$ cat src/bpu_cfg.svh
`ifndef BPU_CFG_SVH
`define BPU_CFG_SVH

`define BPU_PC_W     32                              // fetch address width
`define BPU_INDEX_W  8                               // table index bits
`define BPU_DEPTH    256                             // entries, 2**index width
`define BPU_IDX_LSB  2                               // pcs are word aligned

// tag covers everything above the index field
`define BPU_TAG_LSB  (`BPU_IDX_LSB + `BPU_INDEX_W)
`define BPU_TAG_W    (`BPU_PC_W - `BPU_INDEX_W - `BPU_IDX_LSB)

`endif

$ cat src/bpu_pkg.sv
`include "bpu_cfg.svh"

package bpu_pkg;

    // 2-bit saturating counter, bit 1 clear means predict taken
    typedef enum logic [1:0] {
        cnt_w_taken  = 2'b00,                        // weak taken
        cnt_s_taken  = 2'b01,                        // strong taken
        cnt_wn_taken = 2'b10,                        // weak not-taken
        cnt_sn_taken = 2'b11                         // strong not-taken
    } bpu_cnt_e;

    // one table entry, 56 bits
    typedef struct packed {
        bpu_cnt_e              count;
        logic [`BPU_TAG_W-1:0] tag;
        logic [`BPU_PC_W-1:0]  target;
    } pht_entry_t;

    // resolved branch from execute, 68 bits
    typedef struct packed {
        logic [`BPU_PC_W-1:0] pc;                    // pc of the branch
        bpu_cnt_e             old_count;             // count seen at predict time
        logic                 is_branch;             // one-cycle strobe
        logic                 taken;                 // actual outcome
        logic [`BPU_PC_W-1:0] target;                // actual branch target
    } bresult_t;

    // prediction bundle handed to decode, 36 bits
    typedef struct packed {
        logic                 taken;
        bpu_cnt_e             count;
        logic                 valid;
        logic [`BPU_PC_W-1:0] ret_addr;              // predicted next fetch address
    } pred_bus_t;

endpackage

$ cat src/counter_update.sv
`timescale 1ns/1ps
`include "bpu_cfg.svh"

module counter_update (
    input  logic                       clk,
    input  logic                       reset,
    input  bpu_pkg::bresult_t          bresult,
    output logic                       wr_en,
    output logic [`BPU_INDEX_W-1:0]    wr_index,
    output bpu_pkg::pht_entry_t        wr_entry
);

    import bpu_pkg::*;

    bresult_t rec_q;                                 // last resolved branch
    bpu_cnt_e new_count;

    // strobe stage, one write per resolved branch
    always_ff @(posedge clk) begin
        if (reset) begin
            wr_en <= 1'b0;
        end else begin
            wr_en <= bresult.is_branch;
        end
    end

    // payload only captured with the strobe
    always_ff @(posedge clk) begin
        if (bresult.is_branch) begin
            rec_q <= bresult;
        end
    end

    // saturating step, strong taken now saturates on taken
    always_comb begin
        case (rec_q.old_count)
            cnt_sn_taken: new_count = rec_q.taken ? cnt_wn_taken : cnt_sn_taken;
            cnt_wn_taken: new_count = rec_q.taken ? cnt_w_taken  : cnt_sn_taken;
            cnt_w_taken:  new_count = rec_q.taken ? cnt_s_taken  : cnt_wn_taken;
            cnt_s_taken:  new_count = rec_q.taken ? cnt_s_taken  : cnt_w_taken;
            default:      new_count = cnt_w_taken;
        endcase
    end

    assign wr_index        = rec_q.pc[`BPU_TAG_LSB-1:`BPU_IDX_LSB];
    assign wr_entry.count  = new_count;
    assign wr_entry.tag    = rec_q.pc[`BPU_PC_W-1:`BPU_TAG_LSB];
    assign wr_entry.target = rec_q.target;           // stored even if not taken

endmodule

$ cat config.mk
export PLATFORM = sky130hd
export DESIGN_NAME = counter_update
export DESIGN_NICKNAME = d
export VERILOG_FILES = /design/src/bpu_pkg.sv /design/src/counter_update.sv
export VERILOG_INCLUDE_DIRS = /design/src
export SDC_FILE = /design/constraint.sdc
export NUM_CORES = 1
export LEC_CHECK = 0
export ABC_AREA = 1
export BUFFER_PORTS_ARGS = -buffer_cell sky130_fd_sc_hd__buf_2
export CAP_MARGIN = 20
export CORE_ASPECT_RATIO = 1.25
export CORE_UTILIZATION = 45
export CTS_CLUSTER_SIZE = 24
export DETAILED_ROUTE_END_ITERATION = 16
export PLACE_DENSITY = 0.81
export SLEW_MARGIN = 20
export SYNTH_ARGS = -nofsm -noshare
export SYNTH_HDL_FRONTEND = slang
export SYNTH_SLANG_ARGS = --single-unit
$ cat constraint.sdc
create_clock -name clk -period 2.3 [get_ports clk]
set_clock_uncertainty 0.05 [all_clocks]
set_input_delay 0.345 -clock clk [delete_from_list [all_inputs] [get_ports clk]]
set_output_delay 0.345 -clock clk [all_outputs]
set_load 0.05 [all_outputs]
==> flow_summary.toml <==
[status]
status = "finished, final reports clean"

[flow_run]
max_cap_viol_count = 0

[drt]
via_count = 1242
first_pass_iters = 4
finalWirelength_um = 4110
drt_iter0_drc = 107
post_drt_wl_per_cell_um = 14.3
via_per_inst = 4.31
ant_nets = 0
drc = 0

[yosys]
synth_seq_cells = 66
syn_area_sq_mm = 0.00248
mappedNetlistNets = 209
yosysSeqAreaShare_pct = 79.4
ys_warn_count = 0
synth_area_leaders = "edfxtp_1 79%, buf_4 19%, dfxtp_1 0.81%"
avgSynthCellArea_sq_um = 17.9
post-synth-top-area-cell = "edfxtp_1"
synth.distinct_cells = 8
syn_inst = 139
yosys.area.top_type_share_pct = 78.6

[hold_path]
min_from = "reset"
hold_depth = 2
hold_end = "wr_en$_SDFF_PP0_"
hold_class = "in -> reg"

[clock_network]
cts_tree = "yes"
post_cts_resized = 0
post_cts_buffers = 0
cts_hold_buf = 0
path_clk_slew_ns = 0.06
clockBufferDepth = 2
clockRootBuffer = "clkbuf_8"
cts-buffers-inserted = 9
h-tree-depth = 3
clock-sinks = 66

[floorplan]
die_area_sq_mm = 0.00582
io_pins = 135
die_w_um = 68.4
fp-row-count = 29
start_util_pct = 47.8
core_sq_mm = 0.00519
fp.dieH_um = 85.0

[layout]
fin_cells = 288
fin_nets = 291
mostFrequentLayoutCells = "132 x buf_2, 65 x edfxtp_1, 9 x clkbuf_8"
syn_to_final_growth_pct = 19.2
layout_commonest_cell = "buf_2"
drive_gt1_share_pct = 64.6
antenna_cells = 0
utilization_pct = 57.0

[global_routing]
antenna_found_initial = 0
grt_remaining_overflow = 0
grt_pass1_wl_um = 5690
grt_pass1_vias = 1213
grt_max_degree = 46
grt_usage_pct = 14.4

[timing]
grt_setup_unrepaired = "false"
hold_violations = 0
timing.fmax_ghz = 0.609
slew_violations = 0
finalCritPeriodShare_pct = 71.4
relSlewSlack_pct = 67.7
finalSetupViolations = 0
worst_pin_slew_ns = 0.484
finalWorstSetupSlack_ns = 0.658
period_needed_ns = 1.64
fin_setup_tns_ns = 0

[setup_path]
cp_max_fo = 4
cp-start-kind = "flop"
crit_arrival_ns = 1.25
required_ns = 1.90
criticalPathCategory = "reg -> out"
cp-end-kind = "primary output"

[pwr]
power_uw = 2840
ir_drop_mv = 0.504
cellPowerDensity_mw_per_mm2 = 960
p_leak_uw = 0.00130

[placed_design]
gp_congestion = 0.627
pre_cts_ws_ns = 0.832
dpl.cell_count = 272
numPortBuffers = 132
[metrics by stage]
stage | cell area [sq um] | hold WS (ns)
after global placement | 2780 | 0.451
after CTS | 2960 | 0.111
after floorplan | 2480 | 0.366
after global routing | 2960 | 0.117
after detailed placement | 2780 | 0.457
final | 2960 | 0.125
[synth_stat cells]
cell type	count
nand2_1	3
o21ai_0	1
nor2_1	2
inv_1	3
nand3_1	2
edfxtp_1	65
dfxtp_1	1
buf_4	62
[kinds of logic after synthesis]
kind of cell,share of synthesized area (%)
buf+inv,19.2
flops,79.4
simple gates,1.16
compound gates,0.201
[worst max path at each step]
stage,from,end,slack [ns]
2_1_floorplan,rec_q[34]$_DFFE_PP_,wr_entry[55],0.38
3_3_place_gp,bresult[33],wr_entry[19]$_DFFE_PP_,0.85
3_5_place_dp,bresult[33],wr_entry[22]$_DFFE_PP_,0.83
4_1_cts,rec_q[34]$_DFFE_PP_,wr_entry[54],0.64
5_1_grt,rec_q[34]$_DFFE_PP_,wr_entry[54],0.56
6_report,rec_q[34]$_DFFE_PP_,wr_entry[54],0.66
[cell type report]
| cell class | instances | area, sq um |
|---|---|---|
| Multi-Input combinational cell | 8 | 33.8 |
| Inverter | 3 | 11.3 |
| Clock inverter | 7 | 60.1 |
| Clock buffer | 9 | 124 |
| Timing Repair Buffer | 133 | 681 |
| Sequential cell | 66 | 1970 |
| Tap cell | 62 | 77.6 |
| Fill cell | 423 | 2230 |
[critical path, cell delays in order (launching register included)]
cell      delay (ns)
edfxtp_1        0.42
nor2_1          0.13
nand2_1         0.06
nand3_1         0.06
buf_2           0.25
[layer usage]
layer	global-route usage, %	part of all wire, %
met1	13.6	34
met2	25.8	58
met3	3.90	7.1
met4	9.66	1.2
met5	0	0
[flip-flops by register name, summed over array words and instances, names as in the netlist]
signal / count
rec_q: 3
wr_en: 1
wr_entry: 54
wr_index: 8
[power breakdown]
group / switching (uW) / internal (uW) / total [uW] / leakage [uW]
clock network: 398 / 487 / 885 / 0.0000955
logic: 399 / 106 / 505 / 0.000562
registers: 25.2 / 1430 / 1450 / 0.000644
Power figures use the tool's default switching activity.
