### config.mk
export PLATFORM = sky130hd
export DESIGN_NAME = predict_stage
export DESIGN_NICKNAME = d
export VERILOG_FILES = /design/src/bpu_pkg.sv /design/src/predict_stage.sv
export VERILOG_INCLUDE_DIRS = /design/src
export SDC_FILE = /design/constraint.sdc
export NUM_CORES = 1
export LEC_CHECK = 0
export ABC_CLOCK_PERIOD_IN_PS = 2900
export BUFFER_PORTS_ARGS = -buffer_cell sky130_fd_sc_hd__buf_2
export CAP_MARGIN = 10
export CELL_PAD_IN_SITES_DETAIL_PLACEMENT = 1
export CELL_PAD_IN_SITES_GLOBAL_PLACEMENT = 2
export CORE_AREA = 2 2 119 121
export CTS_CLUSTER_SIZE = 14
export DETAILED_ROUTE_END_ITERATION = 7
export DIE_AREA = 0 0 121 123
export GPL_TIMING_DRIVEN = 0
export HOLD_SLACK_MARGIN = 0.12
export PLACE_DENSITY = 0.84
export SYNTH_ARGS = -nofsm -noshare
export SYNTH_HDL_FRONTEND = slang
export SYNTH_SLANG_ARGS = --single-unit
### constraint.sdc
create_clock -name clk -period 2.9 [get_ports clk]
set_clock_uncertainty 0.05 [all_clocks]
set_input_delay 0.58 -clock clk [delete_from_list [all_inputs] [get_ports clk]]
set_output_delay 0.58 -clock clk [all_outputs]
set_load 0.01 [all_outputs]
### src/bpu_cfg.svh
`ifndef BPU_CFG_SVH
`define BPU_CFG_SVH

`define BPU_PC_W     32                              // fetch address width
`define BPU_INDEX_W  8                               // table index bits
`define BPU_DEPTH    256                             // entries, 2**index width
`define BPU_IDX_LSB  2                               // pcs are word aligned

// tag covers everything above the index field
`define BPU_TAG_LSB  (`BPU_IDX_LSB + `BPU_INDEX_W)
`define BPU_TAG_W    (`BPU_PC_W - `BPU_INDEX_W - `BPU_IDX_LSB)

`endif

### src/bpu_pkg.sv
`include "bpu_cfg.svh"

package bpu_pkg;

    // 2-bit saturating counter, bit 1 clear means predict taken
    typedef enum logic [1:0] {
        cnt_w_taken  = 2'b00,                        // weak taken
        cnt_s_taken  = 2'b01,                        // strong taken
        cnt_wn_taken = 2'b10,                        // weak not-taken
        cnt_sn_taken = 2'b11                         // strong not-taken
    } bpu_cnt_e;

    // one table entry, 56 bits
    typedef struct packed {
        bpu_cnt_e              count;
        logic [`BPU_TAG_W-1:0] tag;
        logic [`BPU_PC_W-1:0]  target;
    } pht_entry_t;

    // resolved branch from execute, 68 bits
    typedef struct packed {
        logic [`BPU_PC_W-1:0] pc;                    // pc of the branch
        bpu_cnt_e             old_count;             // count seen at predict time
        logic                 is_branch;             // one-cycle strobe
        logic                 taken;                 // actual outcome
        logic [`BPU_PC_W-1:0] target;                // actual branch target
    } bresult_t;

    // prediction bundle handed to decode, 36 bits
    typedef struct packed {
        logic                 taken;
        bpu_cnt_e             count;
        logic                 valid;
        logic [`BPU_PC_W-1:0] ret_addr;              // predicted next fetch address
    } pred_bus_t;

endpackage

### src/predict_stage.sv
`timescale 1ns/1ps
`include "bpu_cfg.svh"

module predict_stage (
    input  logic                       clk,
    input  logic                       reset,
    input  logic [`BPU_PC_W-1:0]       lookup_pc,
    input  logic                       lookup_valid,
    input  logic                       ds_allowin,
    input  bpu_pkg::pht_entry_t        rd_entry,
    input  logic                       rd_entry_valid,
    input  logic                       rd_collide,
    output logic                       rd_en,
    output logic [`BPU_INDEX_W-1:0]    rd_index,
    output logic                       hit,
    output logic [`BPU_PC_W-1:0]       target,
    output bpu_pkg::pred_bus_t         ds_bus
);

    import bpu_pkg::*;

    logic [`BPU_PC_W-1:0] pc_q;                      // pc of the lookup in flight
    logic                 lookup_valid_q;
    logic                 tag_match;
    pred_bus_t            ds_next;

    // table read issued straight from fetch
    assign rd_en    = lookup_valid;
    assign rd_index = lookup_pc[`BPU_TAG_LSB-1:`BPU_IDX_LSB];

    // align pc and valid with the table output
    always_ff @(posedge clk) begin
        if (reset) begin
            lookup_valid_q <= 1'b0;
        end else begin
            lookup_valid_q <= lookup_valid;
        end
    end

    always_ff @(posedge clk) begin
        if (lookup_valid) begin
            pc_q <= lookup_pc;
        end
    end

    assign tag_match = (rd_entry.tag == pc_q[`BPU_PC_W-1:`BPU_TAG_LSB]);
    assign hit       = lookup_valid_q & rd_entry_valid & tag_match & ~rd_collide;

    // not-taken counters fall through to the sequential pc
    assign target = rd_entry.count[1] ? pc_q + `BPU_PC_W'(4) : rd_entry.target;

    // bundle contents, all zero on a miss
    always_comb begin
        ds_next = '0;
        if (hit) begin
            ds_next.valid    = 1'b1;
            ds_next.count    = rd_entry.count;
            ds_next.taken    = ~rd_entry.count[1];
            ds_next.ret_addr = target;
        end
    end

    // decode bundle, held while decode is stalled
    always_ff @(posedge clk) begin
        if (reset) begin
            ds_bus <= '0;
        end else if (ds_allowin) begin
            ds_bus <= ds_next;
        end
    end

endmodule

==> results.txt, run 1 <==
WHS Endpoint: pc_q[15]
critical path peak fanout: 4
reg-to-reg startpoint: pc_q[15]
Synth Register Bits: 69
DP Area: 4668 um^2
cell-by-cell trace of the critical path: nand4_1 > buf_4 > buf_4 > nor4_2 > mux2i_1 > a211o_1 > buf_2
most used cell, CP: buf_4
setup TNS: -0.004702 ns
drt first pass iters: 5
P_sw: 726.9 uW
metal2 WL: 7.009 mm
Max Cap Viol: 0
Avg WL per Cell: 18.33 um
Layout area overhead: 50.96%
family with the most delay on the worst path: simple AND/OR/NAND/NOR gates
Initial Util: 26.35%
Synth cell types: 50
min Tclk post-route: 2.905 ns
Clock power frac: 46.2%
DRC Markers: 0
final period utilization: 100.2%
fin util: 39.78%
final net count: 663
Post-DP HPWL: 10.21 mm
share of post-route cells with drive strength above 1: 47.29%
Cell Area, Synth: 3587 um^2
cell taking the most area after synthesis: edfxtp_1
gr usage total: 17.73%
final-report max-slew violation count: 0
slowest cell on the critical path: edfxtp_1
DRT iter0 DRCs: 141
Switching Fraction: 25.00%
critical path startpoint category: flip-flop
CTS Hold Bufs: 0
Cells after Synth: 352
synth top area cells: edfxtp_1 (27%), dfxtp_1 (21%), a22o_1 (6.8%)
Post-Syn Area per Cell: 10.19 um^2
vias in the first global route: 3550
Comb power frac: 15.9%
initial antenna violation count: 0
Critical Path RT: 2.27 ns
Power Total: 2907 uW
H-tree lvl count: 3
wire length on met3: 653 um
post-synth top area share: 26.79%
Most used DFF post-synth: dfxtp_1
CP endpoint kind: primary output
remaining antenna violation count after routing: 0
Top Metal Used: met4
# clock sinks: 69
GRT Residual Overflow: 0
Pint: 2180 uW
Worst Hold Launch: lookup_pc[15]
worst r2r path cells: 7
P_leak: 0.002423 uW
Crit Path Class: reg2out
Clock Path Buffers: 2
synth warn: 0
clock latency on the worst-skew pair: 0.35 ns
Arr. time, crit path: 2.27 ns
Reg clk slew, reported paths: 0.06 ns
drt total wl: 13.80 mm
Num CTS Buffers: 9
Core ar.: 13610 um^2
io pins: 172
Die X-Extent: 121 um
worst hold path type: in2reg
Final GP Congestion: 0.8227
failing checks: setup timing
Design Area, Final: 5415 um^2
fmax: 0.3443 GHz
EDFF count, synth: 32
ys async rst share: 0%
slowest cell delay on critical path: 0.37 ns
Power per Cell Area: 536.9 nW/um^2
worst slew pin tran: 0.7776 ns
RSZ-0062 raised after global routing: true
Via-to-Cell Ratio: 4.807
global-route wire length before repair: 19.59 mm
syn_nets: 447
final hold violation count: 0
setup-violating endpoint count in the final report: 1
largest net degree at the start of global routing: 35
status: finished, violations left
most common cell in the netlist: dfxtp_1
reg2reg setup slack: 0.23 ns
Root Buffer: clkbuf_16
hold path depth: 1
Peak VDD IR: 0.0002628 V
CTS tree: done
std cell rows: 43
register area share after synthesis: 47.44%
Die H: 123 um
commonest cells in the netlist: dfxtp_1 (37), nor2_1 (35), edfxtp_1 (32)
port buffer count: 171
Worst slew margin: 48.16%
Met1 Wirelength: 5.873 mm
routed vias: 3620
final worst slack: -0.004702 ns
Critical path buffers and inverters: 3
# diodes: 0
Seq pwr share: 37.9%
FF-to-FF End: ds_bus[12]
Die Area: 14880 um^2
[layout make-up]
| cell class | instances | area (um^2) |
|---|---|---|
| Multi-Input combinational cell | 246 | 1744 |
| Fill cell | 1577 | 8197 |
| Tap cell | 180 | 225.2 |
| Buffer | 27 | 212.7 |
| Clock inverter | 3 | 68.82 |
| Inverter | 9 | 33.78 |
| Clock buffer | 13 | 302.8 |
| Sequential cell | 69 | 1702 |
| Timing Repair Buffer | 206 | 1126 |
[placed cells by master, fill, tap and decap left out, types with 4 or more instances in the layout]
cell type  Yosys  layout
and3_1         4       4
nor2_1        35      33
a21oi_1       18      17
dfxtp_1       37      37
a31oi_1        8       6
o21ai_0        5       5
nand4_1        9       9
a22o_1        28      28
nor4_1        11       8
clkbuf_16      0      11
nor3_1        11      10
mux2_2         4       4
buf_2          1     172
edfxtp_1      32      32
and4_1         4       4
buf_6          2       5
clkbuf_1       7       7
xor2_1        26      26
inv_1          9       9
clkbuf_8       4       7
nand2_1       20      20
buf_4         11      43
nand3_1       14      12
xnor2_1       10      10
[power groups by stage]
stage	Clock (uW)	Sequential, uW	Combinational [uW]
6_report	1340	1100	462
5_1_grt	1410	1110	498
4_1_cts	1380	1100	440
3_5_place_dp	0	1130	384
3_3_place_gp	0	1130	376
2_1_floorplan	0	1110	203
[worst max path at each step]
| stage | startpoint | endpoint | slack, ns | cells past startpoint |
|---|---|---|---|---|
| 2_1_floorplan | pc_q[14] | target[19] | 0.49 | 5 |
| 3_3_place_gp | rd_entry[42] | ds_bus[12] | 0.08 | 7 |
| 3_5_place_dp | rd_entry[42] | ds_bus[17] | 0.04 | 7 |
| 4_1_cts | pc_q[2] | target[19] | -0.03 | 5 |
| 5_1_grt | pc_q[6] | target[23] | -0.16 | 7 |
| 6_report | pc_q[6] | target[23] | -0.005 | 7 |
[metrics by stage]
stage / instances / setup WS, ns / hold slack (ns)
global route: 753 / -0.1572 / 0.3404
finish: 753 / -0.004702 / 0.3522
detailed placement: 703 / 0.04467 / 0.3922
floorplan: 352 / 0.4911 / 0.4166
CTS: 743 / -0.02862 / 0.3403
global placement: 703 / 0.07586 / 0.3851
[worst reg2reg max path, stage by stage (launching register included)]
cell and delay (ns):
edfxtp_1 0.47, buf_4 0.21, xor2_1 0.15, nor4_2 0.35, nand3_1 0.22, nor3_4 0.63, buf_2 0.37, a22o_1 0.17
[registers in the layout, summed over array words and instances (netlist names)]
register,cells
ds_bus,36
lookup_valid_q,1
pc_q,32
[cell families (layout without fill, tap and decap cells)]
family | Yosys count | in the layout | share of synthesized area [%]
XOR/XNOR | 36 | 36 | 8.790
buffers and inverters | 37 | 258 | 6.662
flip-flops | 69 | 69 | 47.44
adder cells (fa/ha/maj) | 1 | 1 | 0.3487
AO/OA/AOI/OAI | 78 | 78 | 16.08
multiplexers | 5 | 5 | 1.535
AND/OR/NAND/NOR | 126 | 126 | 19.15
[timing repair]
item	in CTS	in global routing
setup buffers	24	11
pin swaps	6	7
setup endpoints to repair	16	30
resized for setup	13	11
[layer usage]
metal	track usage [%]	vias up
met1	21.96	1746
met2	30.48	123
met5	0	-
met4	6.613	0
met3	3.552	19
li1	-	1732
(Power assumes the default switching activity.)
==> run 2, diff against run 1 <==
- PLACE_DENSITY: 0.84 -> unset
- PLACE_DENSITY_LB_ADDON: unset -> 0.1
==> run 2 against run 1 <==
  * The run now ends clean
  * Largest power group unchanged
  * Wire length decreased by 2.5%
  * Cell count increased by 0.53%
  * Largest cell class unchanged
  * Core utilization rose by 0.21 points
==> results.txt, run 2 (synthesis results as in run 1) <==
final period utilization: 97.93% (was 100.2%)
Power per Cell Area: 501.6 nW/um^2 (was 536.9 nW/um^2)
drt first pass iters: 4 (was 5)
critical path startpoint category: flip-flop (unchanged)
worst slew pin tran: 0.8425 ns (was 0.7776 ns)
Root Buffer: clkbuf_16 (unchanged)
Biggest register: ds_bus (unchanged)
remaining antenna violation count after routing: 0 (unchanged)
Post-DP HPWL: 10.11 mm (was 10.21 mm)
P_leak: 0.002457 uW (was 0.002423 uW)
GRT Residual Overflow: 0 (unchanged)
Num CTS Buffers: 9 (unchanged)
Reg clk slew, reported paths: 0.06 ns (about the same)
Die Area: 14880 um^2 (unchanged)
Core ar.: 13610 um^2 (unchanged)
fin util: 39.99% (was 39.78%)
final hold violation count: 0 (unchanged)
H-tree lvl count: 3 (unchanged)
Peak VDD IR: 0.0003313 V (was 0.0002628 V)
initial antenna violation count: 2 (was 0)
clock latency on the worst-skew pair: 0.34 ns (was 0.35 ns)
P_sw: 708.2 uW (was 726.9 uW)
Clock Path Buffers: 2 (unchanged)
worst r2r path cells: 7 (unchanged)
Seq pwr share: 40.5% (was 37.9%)
io pins: 172 (unchanged)
Die H: 123 um (unchanged)
RSZ-0062 raised after global routing: true (unchanged)
max reg flops: 36 (unchanged)
DRC Markers: 0 (unchanged)
Die X-Extent: 121 um (unchanged)
Critical Path RT: 2.27 ns (about the same)
Switching Fraction: 25.93% (was 25.00%)
commonest cells after routing, fill and taps aside: buf_2 (172), buf_4 (46), dfxtp_1 (37) (was buf_2 (172), buf_4 (43), dfxtp_1 (37))
Arr. time, crit path: 2.21 ns (was 2.27 ns)
commonest non-fill, non-tap cell in the layout: buf_2 (unchanged)
Max Cap Viol: 0 (unchanged)
global-route wire length before repair: 19.78 mm (was 19.59 mm)
worst hold slack: 0.3582 ns (was 0.3522 ns)
Layout area overhead: 51.76% (was 50.96%)
CTS tree: done (unchanged)
final-report max-slew violation count: 0 (unchanged)
Initial Util: 26.35% (unchanged)
Final GP Congestion: 0.7486 (was 0.8227)
share of post-route cells with drive strength above 1: 48.61% (was 47.29%)
footprint of the multi-input gates: 1782 um^2 (was 1744 um^2)
hold path depth: 1 (unchanged)
port buffer count: 171 (unchanged)
# fillers: 1621 (was 1577)
DRT iter0 DRCs: 101 (was 141)
Via-to-Cell Ratio: 4.779 (was 4.807)
Clock power frac: 43.1% (was 46.2%)
# clock sinks: 69 (unchanged)
top flop regs: ds_bus (36), pc_q (32), lookup_valid_q (1) (unchanged)
min Tclk post-route: 2.840 ns (was 2.905 ns)
critical path peak fanout: 4 (unchanged)
CTS Hold Bufs: 0 (unchanged)
status: finished, final reports clean (was finished, violations left)
gr usage total: 17.98% (was 17.73%)
Pint: 2023 uW (was 2180 uW)
fmax: 0.3521 GHz (was 0.3443 GHz)
routed vias: 3618 (was 3620)
drt total wl: 13.46 mm (was 13.80 mm)
worst hold path type: in2reg (unchanged)
largest net degree at the start of global routing: 35 (unchanged)
Comb power frac: 16.4% (was 15.9%)
CP endpoint kind: primary output (unchanged)
std cell rows: 43 (unchanged)
Avg WL per Cell: 17.78 um (was 18.33 um)
Worst slew margin: 43.83% (was 48.16%)
Register Area: 1702 um^2 (unchanged)
Crit Path Class: reg2out (unchanged)
final net count: 666 (was 663)
vias in the first global route: 3610 (was 3550)
setup-violating endpoint count in the final report: 0 (was 1)
==> run 2: changes by cell type in the layout (fill, tap and decap cells not counted), sizes merged <==
| cell | previous run | this run |
|---|---|---|
| clkbuf | 25 | 23 |
| buf | 221 | 223 |
| clkinvlp | 0 | 2 |
| diode | 0 | 1 |
| inv | 10 | 9 |
| clkinv | 0 | 2 |
==> run 2: final cells by class <==
class | instances | area share [%]
diodes | 1 | 0.04597
plain buffers | 28 | 4.022
clock buffers | 10 | 4.206
clock inverters | 6 | 1.632
inverters | 9 | 0.6205
multi-input cells | 246 | 32.73
flip-flops and latches | 69 | 31.26
well taps | 180 | 4.137
repair buffers | 208 | 21.35
==> run 2: power groups by stage <==
| stage | combinational [uW] | clock, uW | sequential, uW |
|---|---|---|---|
| after floorplan | 203 | 0 | 1110 |
| after global placement | 377 | 0 | 1130 |
| after detailed placement | 382 | 0 | 1130 |
| after CTS | 420 | 1210 | 1110 |
| after global routing | 493 | 1250 | 1110 |
| final | 448 | 1180 | 1110 |
==> run 2: worst paths after layout <==
| path | startpoint | endpoint | slack (ns) |
|---|---|---|---|
| setup / recovery | pc_q[3] | target[16] | 0.06 |
| hold / removal | lookup_pc[17] | pc_q[17] | 0.36 |
| setup reg to reg | pc_q[15] | ds_bus[31] | 0.49 |
| hold reg to reg | ds_bus[32] | ds_bus[32] | 0.39 |
==> run 2: timing repair <==
action                                  4_1_cts  5_1_grt
buffers inserted                             18       18
cloned                                        0        1
pin swaps                                     7       15
resized for setup                            14       19
endpoints found under the setup margin       17       30
==> run 2: worst max-delay path, stage by stage, from the launching register on <==
cell      delay, ns
edfxtp_1       0.40
buf_4          0.15
ha_4           0.15
nand4_1        0.10
buf_4          0.18
buf_4          0.15
nor4_2         0.20
xnor2_1        0.14
a21oi_1        0.22
buf_2          0.17
==> run 2: stage by stage <==
step                      setup slack, ns  std cells  TNS [ns]  cell area, um^2  total power, uW
after floorplan                    0.4911        352         0             3587             1316
after global placement            -0.1632        703   -0.3616             4668             1509
after detailed placement          -0.1709        703    -1.009             4668             1517
after CTS                         0.01506        737         0             5182             2740
after global routing             -0.06030        756   -0.1874             5441             2854
final                             0.05992        757         0             5444             2731
==> run 2: per-layer routing <==
layer,share of wire [%],track usage [%],vias to the layer above
met3,7.2,5.535,25
met5,0.059,0,-
met4,2.3,7.994,2
met2,45,26.86,123
li1,-,-,1743
met1,46,23.88,1725
==> run 3, diff against run 2 <==
- ABC_CLOCK_PERIOD_IN_PS: 2900 -> 2350
- CORE_AREA: 2 2 119 121 -> 2 2 126 128
- DIE_AREA: 0 0 121 123 -> 0 0 128 130
- MAX_ROUTING_LAYER: unset -> met4
- clock period: 2.9 -> 2.35 ns (I/O delays scaled with it)
==> run 3 against run 2 <==
  * The flow now finishes with violations (setup timing)
  * Design area rose by 11%
  * Clock power is 25% higher
  * Total power grew 28%
  * First-iteration DRC count is 45% lower
  * Core utilization fell by 0.98 points
  * Clock-buffer cell count is the same
  * Critical endpoint is now target[19]
==> results.txt, run 3 (synthesis results as in run 1) <==
status: finished, violations left (was finished, final reports clean)
failing checks: setup timing
final period utilization: 116.9%
cell-by-cell trace of the critical path: nand4_1 > buf_6 > or4_4 > or4_4 > o211ai_4 > buf_6 (was buf_4 > ha_4 > nand4_1 > buf_4 > buf_4 > nor4_2 > xnor2_1 > a21oi_1 > buf_2)
port buffer count: 171 (unchanged)
initial antenna violation count: 1 (was 2)
remaining antenna violation count after routing: 0 (unchanged)
P_leak: 0.002708 uW (was 0.002457 uW)
CP endpoint kind: primary output (unchanged)
Peak VDD IR: 0.0003331 V (was 0.0003313 V)
# clock sinks: 69 (unchanged)
Avg WL per Cell: 17.91 um (was 17.78 um)
DRC Markers: 0 (unchanged)
final worst slack: -0.3968 ns (was 0.05992 ns)
top flop regs: ds_bus (36), pc_q (32), lookup_valid_q (1) (unchanged)
Num CTS Buffers: 9 (unchanged)
DRT iter0 DRCs: 56 (was 101)
worst hold path type: in2reg (unchanged)
Via-to-Cell Ratio: 4.581 (was 4.779)
slowest cell delay on critical path: 0.53 ns (was 0.40 ns)
CTS tree: done (unchanged)
Die H: 130 um (was 123 um)
Clock Path Buffers: 2 (unchanged)
Layout area overhead: 67.77% (was 51.76%)
H-tree lvl count: 3 (unchanged)
Worst slew margin: 43.91% (was 43.83%)
min Tclk post-route: 2.747 ns
max reg flops: 36 (unchanged)
drt first pass iters: 5 (was 4)
fmax: 0.3641 GHz
Power Total: 3493 uW (was 2731 uW)
critical path peak fanout: 4 (unchanged)
Final GP Congestion: 0.7825 (was 0.7486)
RSZ-0062 raised after global routing: true (unchanged)
Reg clk slew, reported paths: 0.06 ns (about the same)
Arr. time, crit path: 2.23 ns (was 2.21 ns)
final hold violation count: 0 (unchanged)
Post-DP HPWL: 10.36 mm (was 10.11 mm)
Critical Path RT: 1.83 ns (was 2.27 ns)
routed vias: 3660 (was 3618)
largest net degree at the start of global routing: 35 (unchanged)
final-report max-slew violation count: 0 (unchanged)
Power per Cell Area: 580.4 nW/um^2 (was 501.6 nW/um^2)
Core ar.: 15420 um^2 (was 13610 um^2)
clock latency on the worst-skew pair: 0.35 ns (was 0.34 ns)
Die X-Extent: 128 um (was 121 um)
pre-CTS setup slack: -0.5113 ns (was -0.1709 ns)
setup-violating endpoint count in the final report: 24 (was 0)
final net count: 696 (was 666)
Biggest register: ds_bus (unchanged)
commonest cells after routing, fill and taps aside: buf_2 (169), buf_4 (59), dfxtp_1 (37) (was buf_2 (172), buf_4 (46), dfxtp_1 (37))
global-route wire length before repair: 21.40 mm (was 19.78 mm)
Max Cap Viol: 0 (unchanged)
setup TNS: -5.527 ns (was 0 ns)
worst slew pin tran: 0.8413 ns (was 0.8425 ns)
share of post-route cells with drive strength above 1: 56.11% (was 48.61%)
Initial Util: 23.26% (was 26.35%)
gr usage total: 17.80% (was 17.98%)
drt total wl: 14.31 mm (was 13.46 mm)
Die Area: 16640 um^2 (was 14880 um^2)
GRT Residual Overflow: 0 (unchanged)
critical path startpoint category: flip-flop (unchanged)
io pins: 172 (unchanged)
slowest cell on the critical path: or4_4 (was edfxtp_1)
Root Buffer: clkbuf_16 (unchanged)
Crit Path Class: reg2out (unchanged)
std cell rows: 46 (was 43)
vias in the first global route: 3830 (was 3610)
commonest non-fill, non-tap cell in the layout: buf_2 (unchanged)
## run 3: cell count changes in the layout (fill, tap and decap cells not counted), sizes merged
cell / previous run / this run
clkinv: 2 / 4
clkinvlp: 2 / 0
buf: 223 / 256
clkbuf: 23 / 20
## run 3: worst max-delay path: cells and delay by family, from the launching register on
kind	cells	cell delay (ns)
AND/OR/NAND/NOR	3	1.10
flip-flops	1	0.38
buffers and inverters	2	0.29
AO/OA/AOI/OAI	1	0.10
## run 3: area by class of cell
class / instances / area [um^2]
fill: 1792 / 9407
multi-input combinational: 246 / 2027
sequential: 69 / 1702
timing repair buffer: 240 / 1480
tap: 192 / 240.2
clock buffer: 10 / 229.0
buffer: 26 / 216.5
clock inverter: 6 / 87.58
inverter: 9 / 33.78
antenna: 1 / 2.502
## run 3: layer usage
layer	global-route usage [%]	part of all wire, %
met5	-	0
met2	29.51	49
met1	21.62	45
met3	4.100	4.4
met4	5.624	1.4
## run 3: final timing paths
path	start	endpoint	slack, ns	cells past startpoint
worst max-delay path	pc_q[6]	target[19]	-0.40	6
worst min-delay path	lookup_pc[1]	pc_q[1]	0.24	1
worst max register to register	pc_q[10]	ds_bus[27]	0.06	8
worst min register to register	ds_bus[32]	ds_bus[32]	0.39	2
## run 3: power by group
part	internal [uW]	switching, uW
Sequential	1310	52.0
Clock	929	545
Combinational	317	340
Total	2560	937
## run 3: timing repair
item,CTS,global route
resized for setup,64,39
setup buffers,41,32
pin swaps,21,31
hold buffers,0,0
endpoints found under the setup margin,59,37
## run 3: stage by stage
stage                     utilization [%]  instances  cell area, um^2  hold slack (ns)
after floorplan                         -        352             3587           0.4166
after global placement              30.36        715             4683           0.3832
after detailed placement            30.36        715             4683           0.3918
after CTS                           36.62        771             5649           0.2274
after global routing                39.02        799             6018           0.2344
final                               39.02        799             6018           0.2425
